<file path="src/hdl/gem_rx_pkg.sv">
package gem_rx_pkg;

  // ---------------------------------------------------------------------------
  // fiber word and field types
  // ---------------------------------------------------------------------------

  typedef logic [15:0] gem_word_t;     // one decoded 16-bit fiber word
  typedef logic [7:0]  gem_kchar_t;    // frame counter in the K word high byte
  typedef logic [14:0] gem_cluster_t;  // {valid, pad address[10:0], size[2:0]}

  // ---------------------------------------------------------------------------
  // frame layout
  // ---------------------------------------------------------------------------

  localparam int         NUM_LINKS          = 4;      // fibers per super-chamber
  localparam int         FRAME_WORDS        = 8;      // words per frame
  localparam int         CLUSTERS_PER_FRAME = 2;      // cluster words per frame
  localparam logic [7:0] COMMA_BYTE         = 8'hBC;  // low byte of a K word
  localparam int         FIRST_CLUSTER_WORD = 1;      // word 1 holds cluster 0
  localparam int         WORD_POS_W         = $clog2(FRAME_WORDS);
  localparam int         CLUSTER_VALID_BIT  = 14;

  // merge slots, one per cluster of every link
  localparam int NUM_SLOTS  = NUM_LINKS * CLUSTERS_PER_FRAME;
  localparam int SLOT_IDX_W = $clog2(NUM_SLOTS);

  // ---------------------------------------------------------------------------
  // output side
  // ---------------------------------------------------------------------------

  localparam int FIFO_DEPTH  = 16;  // output FIFO entries
  localparam int FIFO_AW     = $clog2(FIFO_DEPTH);
  localparam int CREDIT_INIT = 4;   // receive buffers downstream
  localparam int CREDIT_W    = $clog2(CREDIT_INIT + 1);

  // link alignment FSM
  typedef enum logic {
    HUNT,    // searching for a comma
    LOCKED   // aligned to frames
  } link_state_t;

endpackage

</file>
<file path="src/hdl/gem_link_rx.sv">
`timescale 1ns/1ps

module gem_link_rx (
  input  logic                     clock,
  input  logic                     reset,
  input  gem_rx_pkg::gem_word_t    word,
  input  logic                     is_k,
  output logic                     locked,
  output gem_rx_pkg::gem_kchar_t   kchar,
  output logic                     frame_done,
  output gem_rx_pkg::gem_cluster_t cluster0,
  output gem_rx_pkg::gem_cluster_t cluster1
);
  import gem_rx_pkg::*;

  link_state_t           state;     // alignment FSM
  logic [WORD_POS_W-1:0] pos;       // position of the word sampled now
  logic                  is_comma;  // K flag plus comma byte
  logic                  accept_k;  // comma where one is expected
  logic                  last_pos;  // final word of the frame
  logic                  data_word; // non-comma word while locked

  assign is_comma  = is_k && (word[7:0] == COMMA_BYTE);
  assign accept_k  = is_comma && ((state == HUNT) || (pos == '0));
  assign last_pos  = (pos == WORD_POS_W'(FRAME_WORDS - 1));
  assign data_word = (state == LOCKED) && !is_comma;
  assign locked    = (state == LOCKED);

  // ---------------------------------------------------------------------------
  // alignment and frame counter
  // ---------------------------------------------------------------------------

  always_ff @(posedge clock) begin
    if (reset) begin
      state      <= HUNT;
      pos        <= '0;
      kchar      <= '0;
      frame_done <= 1'b0;
    end else begin
      frame_done <= 1'b0;                          // single-cycle pulse
      if (accept_k) begin
        state <= LOCKED;                           // comma marks word 0
        pos   <= WORD_POS_W'(1);
        kchar <= word[15:8];                       // latest frame counter
      end else if (state == LOCKED) begin
        if (is_comma || (pos == '0)) begin
          state <= HUNT;                           // misplaced or missing comma
          pos   <= '0;
        end else begin
          pos        <= last_pos ? '0 : pos + 1'b1;
          frame_done <= (pos == WORD_POS_W'(FIRST_CLUSTER_WORD + 1));
        end
      end
    end
  end

  // cluster capture, words 1 and 2 of a locked frame
  always_ff @(posedge clock) begin
    if (data_word && (pos == WORD_POS_W'(FIRST_CLUSTER_WORD))) begin
      cluster0 <= word[14:0];                      // top bit of the word dropped
    end
    if (data_word && (pos == WORD_POS_W'(FIRST_CLUSTER_WORD + 1))) begin
      cluster1 <= word[14:0];
    end
  end

  // a done pulse always belongs to a frame that is still aligned
  a_done_locked : assert property (
    @(posedge clock) disable iff (reset)
    frame_done |-> locked
  );

endmodule

</file>
<file path="src/hdl/gem_sync_mon.sv">
`timescale 1ns/1ps

module gem_sync_mon (
  input  logic                   clock,
  input  logic                   reset,
  input  logic                   ttc_resync,
  input  gem_rx_pkg::gem_kchar_t kchar0,
  input  gem_rx_pkg::gem_kchar_t kchar1,
  input  gem_rx_pkg::gem_kchar_t kchar2,
  input  gem_rx_pkg::gem_kchar_t kchar3,
  output logic                   synced_a,
  output logic                   synced_b,
  output logic                   synced_all,
  output logic                   lost_a,
  output logic                   lost_b,
  output logic                   lost_all
);

  logic match_a;    // both fibers of chamber A agree
  logic match_b;    // both fibers of chamber B agree
  logic match_all;  // whole super-chamber agrees
  logic clear;      // restart the monitor

  assign match_a   = (kchar0 == kchar1);
  assign match_b   = (kchar2 == kchar3);
  assign match_all = match_a && match_b && (kchar0 == kchar2);
  assign clear     = reset || ttc_resync;

  // ---------------------------------------------------------------------------
  // live flags and sticky loss flags
  // ---------------------------------------------------------------------------

  always_ff @(posedge clock) begin
    if (clear) begin
      synced_a   <= 1'b1;             // assume sync until shown otherwise
      synced_b   <= 1'b1;
      synced_all <= 1'b1;
      lost_a     <= 1'b0;
      lost_b     <= 1'b0;
      lost_all   <= 1'b0;
    end else begin
      synced_a   <= match_a;          // follows kchars by one cycle
      synced_b   <= match_b;
      synced_all <= match_all;
      lost_a     <= lost_a | ~match_a;   // set with the live drop
      lost_b     <= lost_b | ~match_b;
      lost_all   <= lost_all | ~match_all;
    end
  end

endmodule

</file>
<file path="src/hdl/gem_cluster_merge.sv">
`timescale 1ns/1ps

module gem_cluster_merge (
  input  logic                     clock,
  input  logic                     reset,
  input  logic [3:0]               frame_done,
  input  gem_rx_pkg::gem_cluster_t cluster0_0,
  input  gem_rx_pkg::gem_cluster_t cluster0_1,
  input  gem_rx_pkg::gem_cluster_t cluster1_0,
  input  gem_rx_pkg::gem_cluster_t cluster1_1,
  input  gem_rx_pkg::gem_cluster_t cluster2_0,
  input  gem_rx_pkg::gem_cluster_t cluster2_1,
  input  gem_rx_pkg::gem_cluster_t cluster3_0,
  input  gem_rx_pkg::gem_cluster_t cluster3_1,
  input  logic                     fifo_full,
  output logic                     wr_en,
  output gem_rx_pkg::gem_cluster_t wr_cluster,
  output logic                     overflow
);
  import gem_rx_pkg::*;

  gem_cluster_t          in_cl   [NUM_SLOTS];  // incoming clusters in link order
  gem_cluster_t          slot_cl [NUM_SLOTS];  // held clusters
  logic [NUM_SLOTS-1:0]  pend;                 // valid and not yet sent
  logic [NUM_SLOTS-1:0]  grant;                // slot sent this cycle
  logic [SLOT_IDX_W-1:0] head;                 // lowest pending slot
  logic                  any_pend;

  assign in_cl[0] = cluster0_0;
  assign in_cl[1] = cluster0_1;
  assign in_cl[2] = cluster1_0;
  assign in_cl[3] = cluster1_1;
  assign in_cl[4] = cluster2_0;
  assign in_cl[5] = cluster2_1;
  assign in_cl[6] = cluster3_0;
  assign in_cl[7] = cluster3_1;

  // ---------------------------------------------------------------------------
  // fixed-priority scanner
  // ---------------------------------------------------------------------------

  always_comb begin
    head     = '0;
    any_pend = 1'b0;
    for (int i = NUM_SLOTS - 1; i >= 0; i--) begin  // last hit is the lowest index
      if (pend[i]) begin
        head     = SLOT_IDX_W'(i);
        any_pend = 1'b1;
      end
    end
  end

  assign wr_en      = any_pend && !fifo_full;       // head held while full
  assign wr_cluster = slot_cl[head];
  assign grant      = wr_en ? (NUM_SLOTS'(1) << head) : '0;

  // slot payload
  always_ff @(posedge clock) begin
    for (int l = 0; l < NUM_LINKS; l++) begin
      for (int c = 0; c < CLUSTERS_PER_FRAME; c++) begin
        if (frame_done[l]) begin
          slot_cl[l * CLUSTERS_PER_FRAME + c] <= in_cl[l * CLUSTERS_PER_FRAME + c];
        end
      end
    end
  end

  // pending bits and overrun
  always_ff @(posedge clock) begin
    if (reset) begin
      pend     <= '0;
      overflow <= 1'b0;
    end else begin
      for (int l = 0; l < NUM_LINKS; l++) begin
        for (int c = 0; c < CLUSTERS_PER_FRAME; c++) begin
          if (frame_done[l]) begin
            // invalid clusters never become pending so they cost no cycle
            pend[l * CLUSTERS_PER_FRAME + c] <=
              in_cl[l * CLUSTERS_PER_FRAME + c][CLUSTER_VALID_BIT];
            if (pend[l * CLUSTERS_PER_FRAME + c] && !grant[l * CLUSTERS_PER_FRAME + c]) begin
              overflow <= 1'b1;                     // unsent cluster overwritten
            end
          end else if (grant[l * CLUSTERS_PER_FRAME + c]) begin
            pend[l * CLUSTERS_PER_FRAME + c] <= 1'b0;
          end
        end
      end
    end
  end

endmodule

</file>
<file path="src/hdl/gem_credit_tx.sv">
`timescale 1ns/1ps

module gem_credit_tx (
  input  logic                     clock,
  input  logic                     reset,
  input  logic                     wr_en,
  input  gem_rx_pkg::gem_cluster_t wr_cluster,
  output logic                     fifo_full,
  input  logic                     credit_return,
  output logic                     out_valid,
  output gem_rx_pkg::gem_cluster_t out_cluster
);
  import gem_rx_pkg::*;

  gem_cluster_t        mem [FIFO_DEPTH];  // FIFO storage
  logic [FIFO_AW-1:0]  wr_ptr;
  logic [FIFO_AW-1:0]  rd_ptr;
  logic [FIFO_AW:0]    count;             // entries held
  logic [CREDIT_W-1:0] credits;           // free buffers downstream
  logic                fifo_empty;
  logic                rd_en;             // pop and send this cycle

  assign fifo_empty = (count == '0);
  assign fifo_full  = (count == (FIFO_AW + 1)'(FIFO_DEPTH));
  assign rd_en      = !fifo_empty && (credits != '0);   // credit gates the read

  // ---------------------------------------------------------------------------
  // FIFO
  // ---------------------------------------------------------------------------

  always_ff @(posedge clock) begin
    if (wr_en) begin
      mem[wr_ptr] <= wr_cluster;
    end
    if (rd_en) begin
      out_cluster <= mem[rd_ptr];         // valid with out_valid
    end
  end

  always_ff @(posedge clock) begin
    if (reset) begin
      wr_ptr <= '0;
      rd_ptr <= '0;
      count  <= '0;
    end else begin
      if (wr_en) begin
        wr_ptr <= wr_ptr + 1'b1;          // wraps at depth
      end
      if (rd_en) begin
        rd_ptr <= rd_ptr + 1'b1;
      end
      case ({wr_en, rd_en})
        2'b10:   count <= count + 1'b1;
        2'b01:   count <= count - 1'b1;
        default: count <= count;
      endcase
    end
  end

  // ---------------------------------------------------------------------------
  // credit counter and send strobe
  // ---------------------------------------------------------------------------

  always_ff @(posedge clock) begin
    if (reset) begin
      credits   <= CREDIT_W'(CREDIT_INIT);  // all buffers free
      out_valid <= 1'b0;
    end else begin
      out_valid <= rd_en;
      case ({rd_en, credit_return})
        2'b10:   credits <= credits - 1'b1;
        2'b01:   credits <= credits + 1'b1;
        default: credits <= credits;        // spend and return cancel
      endcase
    end
  end

  // downstream returns no more buffers than it owns
  a_credit_max : assert property (
    @(posedge clock) disable iff (reset)
    credits <= CREDIT_W'(CREDIT_INIT)
  );

  // every send was paid for with a credit
  a_send_credit : assert property (
    @(posedge clock) disable iff (reset)
    out_valid |-> ($past(credits) != '0)
  );

  // the merge must stall on a full FIFO
  a_no_write_full : assert property (
    @(posedge clock) disable iff (reset)
    wr_en |-> !fifo_full
  );

endmodule

</file>
<file path="src/hdl/gem_rx_top.sv">
`timescale 1ns/1ps

module gem_rx_top (
  input  logic                     clock,
  input  logic                     reset,
  input  logic                     ttc_resync,
  input  gem_rx_pkg::gem_word_t    link_word0,
  input  gem_rx_pkg::gem_word_t    link_word1,
  input  gem_rx_pkg::gem_word_t    link_word2,
  input  gem_rx_pkg::gem_word_t    link_word3,
  input  logic [3:0]               link_is_k,
  output logic [3:0]               locked,
  output logic                     synced_a,
  output logic                     synced_b,
  output logic                     synced_all,
  output logic                     lost_a,
  output logic                     lost_b,
  output logic                     lost_all,
  output logic                     overflow,
  output logic                     out_valid,
  output gem_rx_pkg::gem_cluster_t out_cluster,
  input  logic                     credit_return
);
  import gem_rx_pkg::*;

  gem_word_t            link_word [NUM_LINKS];  // fiber words by index
  gem_kchar_t           kchar     [NUM_LINKS];
  gem_cluster_t         cl0       [NUM_LINKS];  // first cluster of each frame
  gem_cluster_t         cl1       [NUM_LINKS];  // second cluster of each frame
  logic [NUM_LINKS-1:0] frame_done;
  logic                 wr_en;
  gem_cluster_t         wr_cluster;
  logic                 fifo_full;

  assign link_word[0] = link_word0;
  assign link_word[1] = link_word1;
  assign link_word[2] = link_word2;
  assign link_word[3] = link_word3;

  // ---------------------------------------------------------------------------
  // per-fiber alignment
  // ---------------------------------------------------------------------------

  for (genvar i = 0; i < NUM_LINKS; i++) begin : g_link
    gem_link_rx u_link_rx (
      .clock      (clock),
      .reset      (reset),
      .word       (link_word[i]),
      .is_k       (link_is_k[i]),
      .locked     (locked[i]),
      .kchar      (kchar[i]),
      .frame_done (frame_done[i]),
      .cluster0   (cl0[i]),
      .cluster1   (cl1[i])
    );
  end

  gem_sync_mon u_sync_mon (
    .clock      (clock),
    .reset      (reset),
    .ttc_resync (ttc_resync),
    .kchar0     (kchar[0]),
    .kchar1     (kchar[1]),
    .kchar2     (kchar[2]),
    .kchar3     (kchar[3]),
    .synced_a   (synced_a),
    .synced_b   (synced_b),
    .synced_all (synced_all),
    .lost_a     (lost_a),
    .lost_b     (lost_b),
    .lost_all   (lost_all)
  );

  // ---------------------------------------------------------------------------
  // cluster collection and output
  // ---------------------------------------------------------------------------

  gem_cluster_merge u_merge (
    .clock      (clock),
    .reset      (reset),
    .frame_done (frame_done),
    .cluster0_0 (cl0[0]),
    .cluster0_1 (cl1[0]),
    .cluster1_0 (cl0[1]),
    .cluster1_1 (cl1[1]),
    .cluster2_0 (cl0[2]),
    .cluster2_1 (cl1[2]),
    .cluster3_0 (cl0[3]),
    .cluster3_1 (cl1[3]),
    .fifo_full  (fifo_full),
    .wr_en      (wr_en),
    .wr_cluster (wr_cluster),
    .overflow   (overflow)
  );

  gem_credit_tx u_credit_tx (
    .clock         (clock),
    .reset         (reset),
    .wr_en         (wr_en),
    .wr_cluster    (wr_cluster),
    .fifo_full     (fifo_full),
    .credit_return (credit_return),
    .out_valid     (out_valid),
    .out_cluster   (out_cluster)
  );

endmodule

</file>
<file path="config.mk">
export PLATFORM = sky130hd
export DESIGN_NAME = gem_rx_top
export DESIGN_NICKNAME = d
export VERILOG_FILES = /design/src/hdl/gem_rx_pkg.sv /design/src/hdl/gem_link_rx.sv /design/src/hdl/gem_sync_mon.sv /design/src/hdl/gem_cluster_merge.sv /design/src/hdl/gem_credit_tx.sv /design/src/hdl/gem_rx_top.sv
export SDC_FILE = /design/constraint.sdc
export NUM_CORES = 1
export LEC_CHECK = 0
export BUFFER_PORTS_ARGS = -buffer_cell sky130_fd_sc_hd__buf_2
export CORE_MARGIN = 2
export CORE_UTILIZATION = 66
export DETAILED_ROUTE_END_ITERATION = 8
export PLACE_DENSITY = 0.85
export SYNTH_ARGS = -nofsm -noshare
export SYNTH_HDL_FRONTEND = slang
export SYNTH_SLANG_ARGS = --single-unit
</file>
<file path="constraint.sdc">
create_clock -name clock -period 7.35 [get_ports clock]
set_input_delay 1.47 -clock clock [delete_from_list [all_inputs] [get_ports clock]]
set_output_delay 1.47 -clock clock [all_outputs]
set_load 0.01 [all_outputs]
</file>
### After elaboration in Yosys (flattened, before gate mapping)

Memory sizes are Yosys's and may differ from the RTL's. A register that Yosys moved wholly into a read port is not among the register bits.
Index checks and enable logic that the tools add are counted.

* add/sub/neg operators: 10
* $mul: 0
* div/mod/pow operators: 0
* order comparisons: 0
* eq/ne operators: 24
* shifts and indexed selects: 1
* mux-type cells: 90
* bitwise operators: 10
* reductions and logical operators: 83

Operators by type and width (count)
* 1-bit 2-to-1 mux: 71
* 3-bit 2-to-1 mux: 16
* 8-bit equality test, second input constant: 4
* 1-bit logical AND: 32
* 2-bit nonzero test: 14
* 8-bit equality test: 3
* 4-bit OR reduction: 4
* 3-bit by 1-bit adder with 3-bit output, second input constant: 5
* 1-bit zero test: 14
* 3-bit by 1-bit equality test with 1-bit output, second input constant: 4
* 3-bit by 2-bit equality test with 1-bit output, second input constant: 4
* 3-bit equality test, second input constant: 4
* 3-bit zero test: 4
* 5-bit case mux with 2 select lines: 1
* 1-bit logical OR: 9
* 4-bit by 1-bit adder with 4-bit output, second input constant: 2
* 8-bit 2-to-1 mux: 1
* 2-bit OR reduction: 4
* 1-bit by 3-bit << shifter with 8-bit output, first input constant: 1
* 1-bit NOT: 7
* 3-bit case mux with 2 select lines: 1
* 5-bit by 1-bit adder with 5-bit output, second input constant: 1
* 5-bit equality test, second input constant: 1
* 5-bit zero test: 1
* 6 further kinds: 10

* flip-flop bits (word level): 204
* latch bits: 0
* memory bits (writable): 360
* memory bits (read-only): 0
* input port bits: 72
* output and inout bits: 27
* logic and storage cells: 268
* memories: 2

Memories
* u_credit_tx.mem: words 16, width 15, rd ports 1, clocked after Yosys merged registers in 1, wr ports 1, RTL line gem_credit_tx.sv:15 `gem_cluster_t mem [FIFO_DEPTH];`
* u_merge.slot_cl: words 8, width 15, rd ports 1, clocked after Yosys merged registers in 0, wr ports 8, RTL line gem_cluster_merge.sv:23 `gem_cluster_t slot_cl [NUM_SLOTS];`

### Logic depth before layout (Yosys ltp)

* depth after elaboration: 29
* depth in mapped cells: 15
* mapped depth without buffers: 13

### By module

Synthesis repeated with hierarchy kept, for this count alone.

* cell total of the unflattened synthesis: 1259
* area total of the unflattened synthesis: 22034.9 µm²

By module, submodules not included
* gem_credit_tx: instances 1, cells each 510, area each 10505.1 µm², seq. area each 7997.7 µm²
* gem_link_rx: instances 4, cells each 90, area each 1495.2 µm², seq. area each 1161.1 µm²
* gem_cluster_merge: instances 1, cells each 343, area each 5124.9 µm², seq. area each 3783.6 µm²
* gem_sync_mon: instances 1, cells each 46, area each 424.2 µm², seq. area each 120.1 µm²

### Least setup slack after synthesis

No wires, ideal clock.

* path kind: input -> register
* start: input port link_word2[5]
* end: register g_link[2].u_link_rx.cluster1[0] (enable)
* library setup time: 0.428 ns
* arrival: 3.425 ns
* required time: 6.922 ns
* path slack: 3.497 ns
* cell stages on the path: 4
* path buffers: 0
* path through: and4b_1 nand3_1 nor4b_1 nor4bb_1

* cells in the longest elaborated chain, start to end: 5

RTL lines
* from (decl): RTL line gem_rx_top.sv:9 `input gem_rx_pkg::gem_word_t link_word2,`
* 8-bit equality test: RTL line gem_link_rx.sv:23 `assign is_comma = is_k && (word[7:0] == COMMA_BYTE);`
* 1-bit logical AND: RTL line gem_link_rx.sv:23
* 1-bit zero test: RTL line gem_link_rx.sv:26 `assign data_word = (state == LOCKED) && !is_comma;`
* 1-bit logical AND: RTL line gem_link_rx.sv:26
* 1-bit logical AND: RTL line gem_link_rx.sv:62 `if (data_word && (pos == WORD_POS_W'(FIRST_CLUSTER_WORD + 1))) begin`
* to (signal assigned): RTL line gem_link_rx.sv:63 `cluster1 <= word[14:0];`
* to (decl): RTL line gem_link_rx.sv:12 `output gem_rx_pkg::gem_cluster_t cluster1`

Every way passes these cells.
A chain may end at the register's enable or synchronous reset.

### Worst setup path after layout

* start: input port link_word0[6]
* end: register g_link[0].u_link_rx.kchar[6]

* cells in the longest elaborated chain, start to end: 3

RTL lines
* from (decl): RTL line gem_rx_top.sv:7 `input gem_rx_pkg::gem_word_t link_word0,`
* 8-bit equality test: RTL line gem_link_rx.sv:23
* 1-bit logical AND: RTL line gem_link_rx.sv:23
* 1-bit logical AND: RTL line gem_link_rx.sv:24 `assign accept_k = is_comma && ((state == HUNT) || (pos == '0));`
* to (signal assigned): RTL line gem_link_rx.sv:44 `kchar <= word[15:8];`
* to (decl): RTL line gem_link_rx.sv:9 `output gem_rx_pkg::gem_kchar_t kchar,`

Every way passes these cells.

==> run_results.csv <==
group,metric,value,unit
yosys,async_flop_share,0,
global_routing,grt_max_degree,81,
cts,post_cts_resized,0,
min_path,holdPathStages,0,
cells_and_area,fin_cells,1824,
critical_path,critical_path_class,"in2reg",
global_routing,grt_pass1_vias,12330,
critical_path,ff_to_ff_setup_slack,3950,ps
critical_path,reg2reg_to,"u_credit_tx.mem[3][11]",
power,ir_worst_vdd,249.1,uV
timing,fin_ws,3836,ps
critical_path,ff2ff_path_depth,6,
timing,worst-slew-pin-transition,1385,ps
cts,cts-hold-fix-buffers,0,
global_routing,globalRoute.totalOverflow,0,
cts,cts-buffers-inserted,54,
cts,cts.reportedPaths.clkPinSlew,70,ps
timing,hold_viol_final,0,
yosys,synthesis.yosys.warnings,0,
yosys,synth-main-ff-cell,"sky130_fd_sc_hd__edfxtp_1",
cells_and_area,layout_commonest_cell,"sky130_fd_sc_hd__edfxtp_1",
power,pd_cells,300.1,nW/um^2
placement,dp_slack,3304,ps
cts,count_of_buffers_added_by_post_cts_timing_repair_for_setup,0,
timing,grt_setup_unrepaired,"no",
cts,cts_tree,"yes",
critical_path,critical_path.max_fanout,9,
yosys,synth_sequential_area_ratio,0.7524,
placement,placed_cells_incl_taps,1719,
outcome,result_of_the_run,"finished, final reports clean",
global_routing,grt.total_usage,0.2990,
critical_path,worst_ep_required_time,7790,ps
timing,finalSetupViolCount,0,
critical_path,worst_path_max_delay_cell,"sky130_fd_sc_hd__nor2b_1",
timing,final-max-slew-violation-count,0,
min_path,hold_class,"reg2reg",
cts,worst_skew_pair.late_latency,590,ps
critical_path,critPathArrivalTime,3960,ps
yosys,synthCells,1190,
global_routing,grt_antenna_before_repair,2,
floorplan,start_util,0.6725,
floorplan,design.core.area,32700,sq um
min_path,hp-start,"g_link[2].u_link_rx.cluster1[9]",
floorplan,ios,99,
min_path,min_delay_worst_endpoint,"u_merge.slot_cl[5][9]",
detailed_routing,drtIter0Drc,1651,
cells_and_area,drive_gt1_frac,0.2502,
placement,dpl.hpwl,29.42,mm
cts,clockBufferDepth,3,
critical_path,critPathCaptureType,"register",
timing,final.min_clock_period,3514,ps
critical_path,crit_path_max_incr_delay,900,ps
detailed_routing,route.detailed.drc,0,
detailed_routing,post_drt_via_cell_ratio,6.613,
cells_and_area,final_cell_area_excluding_filler_cells,25130,sq um
timing,max_freq,284.5,MHz
detailed_routing,antenna_violating_nets_post_route,0,
detailed_routing,wl,51.00,mm
floorplan,floorplan.die.height,186.5,microns
cells_and_area,area_growth,14.26,%
detailed_routing,vias,12060,
power,power.leakage,8.335,nW
cts,cts-root-buf,"sky130_fd_sc_hd__clkbuf_16",
job,maxCapViolations,0,
yosys,post_syn_nets,1294,
placement,placement.io_buffers,98,
cells_and_area,fin_nets,1437,
cts,clock_tree.htree_level_count,2,
detailed_routing,wl_per_cell,27.96,microns
placement,placer_s_final_routability_congestion_estimate,0.8342,
timing,final.period_utilization,0.4782,
yosys,synth_area_per_cell,18.48,sq um
critical_path,r2r_start,"u_merge.pend[4]",
floorplan,placement_rows,66,
floorplan,horizontal_die_dimension,186.5,microns
critical_path,path_cells,"buf_2, and4b_1, nand3_1, nor4b_2, nor2b_1, mux2i_1, nor2_1",
timing,clock-skew-final,15.99,ps
cts,cts_sinks,579,
yosys,ys_seq_elements,579,
timing,maxSlewHeadroom,0.07534,
timing,final.setup.tns,0,ps
floorplan,design.die.area,34800,sq um
yosys,netlist-cell-type-count,63,
power,p_total,0.007541,W
cells_and_area,final_cell_mix,"sky130_fd_sc_hd__edfxtp_1 (495), sky130_fd_sc_hd__buf_2 (98), sky130_fd_sc_hd__dfxtp_1 (82)",
global_routing,grt_first_pass_wirelength,76.57,mm
placement,placedInstanceArea,23220,sq um
yosys,synthesis.area,21990,sq um
detailed_routing,drt_first_pass_iters,7,
critical_path,timing.critical_path.from_type,"input port",
yosys,synth_enable_flop_cells,495,
[flip-flops by register name, summed over array words and instances (netlist names)]
name,count
u_credit_tx.mem,240
u_merge.slot_cl,120
g_link.u_link_rx.cluster0,60
g_link.u_link_rx.cluster1,60
g_link.u_link_rx.kchar,32
u_credit_tx.out_cluster,15
g_link.u_link_rx.pos,12
u_merge.pend,8
u_credit_tx.count,5
g_link.u_link_rx.frame_done,4
g_link.u_link_rx.locked,4
u_credit_tx.rd_ptr,4
u_credit_tx.wr_ptr,4
u_credit_tx.credits,3
u_credit_tx.out_valid,1
u_merge.overflow,1
u_sync_mon.lost_a,1
u_sync_mon.lost_all,1
u_sync_mon.lost_b,1
u_sync_mon.synced_a,1
u_sync_mon.synced_all,1
u_sync_mon.synced_b,1
[cell usage after synthesis, types with 2 or more instances]
library cell,count,area [sq um]
sky130_fd_sc_hd__a2111oi_0,4,35.03
sky130_fd_sc_hd__buf_6,3,33.78
sky130_fd_sc_hd__nor3_1,13,65.06
sky130_fd_sc_hd__mux2_1,8,90.09
sky130_fd_sc_hd__mux2i_1,35,350.3
sky130_fd_sc_hd__nand3_1,5,25.02
sky130_fd_sc_hd__buf_4,7,52.55
sky130_fd_sc_hd__nand3b_1,3,22.52
sky130_fd_sc_hd__o21ai_1,5,25.02
sky130_fd_sc_hd__nor4_1,3,18.77
sky130_fd_sc_hd__nand2_1,34,127.6
sky130_fd_sc_hd__a21oi_1,23,115.1
sky130_fd_sc_hd__and2_1,7,43.79
sky130_fd_sc_hd__buf_1,5,18.77
sky130_fd_sc_hd__a2bb2oi_1,4,35.03
sky130_fd_sc_hd__clkbuf_1,23,86.33
sky130_fd_sc_hd__or2_2,3,18.77
sky130_fd_sc_hd__mux2_2,6,67.56
sky130_fd_sc_hd__o21a_1,11,82.58
sky130_fd_sc_hd__dfxtp_1,84,1682
sky130_fd_sc_hd__ha_1,30,375.4
sky130_fd_sc_hd__nand4_1,7,43.79
sky130_fd_sc_hd__mux4_2,78,1757
sky130_fd_sc_hd__inv_1,45,168.9
sky130_fd_sc_hd__edfxtp_1,495,14860
sky130_fd_sc_hd__nand2b_1,4,25.02
sky130_fd_sc_hd__mux4_1,5,131.4
sky130_fd_sc_hd__and4b_1,4,40.04
sky130_fd_sc_hd__nor2_1,82,307.8
sky130_fd_sc_hd__a221oi_1,36,315.3
sky130_fd_sc_hd__nor4b_1,6,52.55
sky130_fd_sc_hd__fa_1,2,40.04
sky130_fd_sc_hd__a31oi_1,2,12.51
sky130_fd_sc_hd__o31a_1,5,43.79
sky130_fd_sc_hd__buf_2,15,75.07
sky130_fd_sc_hd__xor2_1,16,140.1
sky130_fd_sc_hd__nor3b_1,4,30.03
sky130_fd_sc_hd__nor2b_1,4,25.02
sky130_fd_sc_hd__o21ai_0,16,80.08
sky130_fd_sc_hd__xnor2_1,20,175.2
sky130_fd_sc_hd__nor4bb_1,6,60.06
[metrics by stage]
| step | util | hold slack [ps] |
|---|---|---|
| 3_5_place_dp | 0.7100 | 404.5 |
| 2_1_floorplan | - | 400.3 |
| 3_3_place_gp | 0.7100 | 400.7 |
| 5_1_grt | 0.7682 | 423.4 |
| 6_report | 0.7684 | 415.6 |
| 4_1_cts | 0.7681 | 413.1 |
[logic make-up (layout without fill, tap and decap cells)]
kind of cell | count (synthesis) | count (layout) | synth area share
flip-flops | 579 | 579 | 0.7524
AND/OR/NAND/NOR | 194 | 194 | 0.04574
multiplexers | 132 | 132 | 0.1090
AO/OA/AOI/OAI | 116 | 116 | 0.03903
buffers and inverters | 100 | 289 | 0.02020
XOR/XNOR | 36 | 36 | 0.01434
adder cells (fa/ha/maj) | 33 | 33 | 0.01934
other | 0 | 3 | 0
[worst max-delay path by stage]
stage                                from                               to  slack, ps  cells after the start
after floorplan             link_word2[5]  g_link[2].u_link_rx.cluster1[0]       3500                      4
after global placement      link_word0[6]     g_link[0].u_link_rx.kchar[1]       3520                      7
after detailed placement    link_word0[6]     g_link[0].u_link_rx.kchar[4]       3300                      7
after CTS                   link_word0[6]     g_link[0].u_link_rx.kchar[6]       3880                      7
after global routing      u_merge.pend[5]             u_credit_tx.count[4]       3760                     13
final                       link_word0[6]     g_link[0].u_link_rx.kchar[6]       3840                      7
[report_power, final]
part	internal [W]	switching [W]	leakage [nW]
Sequential	0.00363	0.0000743	5.14
Combinational	0.000457	0.000460	2.27
Clock	0.00173	0.00119	0.922
[worst max-delay path: cells and delay by family]
kind,cells,cell delay (ps)
and+or+nand+nor,5,2050
muxes,1,320
buffers and inverters,1,110
[per-layer routing]
layer	track usage	vias to the layer above	part of all wire
li1	-	4973	-
met1	0.4046	6037	0.36
met2	0.4888	895	0.49
met3	0.06131	158	0.10
met4	0.1145	0	0.039
met5	0	-	0
[area by class of cell]
| cell class | count | area (sq um) |
|---|---|---|
| Tap cell | 442 | 553.0 |
| Inverter | 46 | 172.7 |
| Fill cell | 1630 | 7575 |
| Clock buffer | 75 | 1594 |
| Clock inverter | 27 | 306.5 |
| Sequential cell | 579 | 16550 |
| Timing Repair Buffer | 141 | 813.3 |
| Multi-Input combinational cell | 511 | 5129 |
| Antenna cell | 3 | 7.507 |
Note: power is estimated with default switching activity, not from simulation.
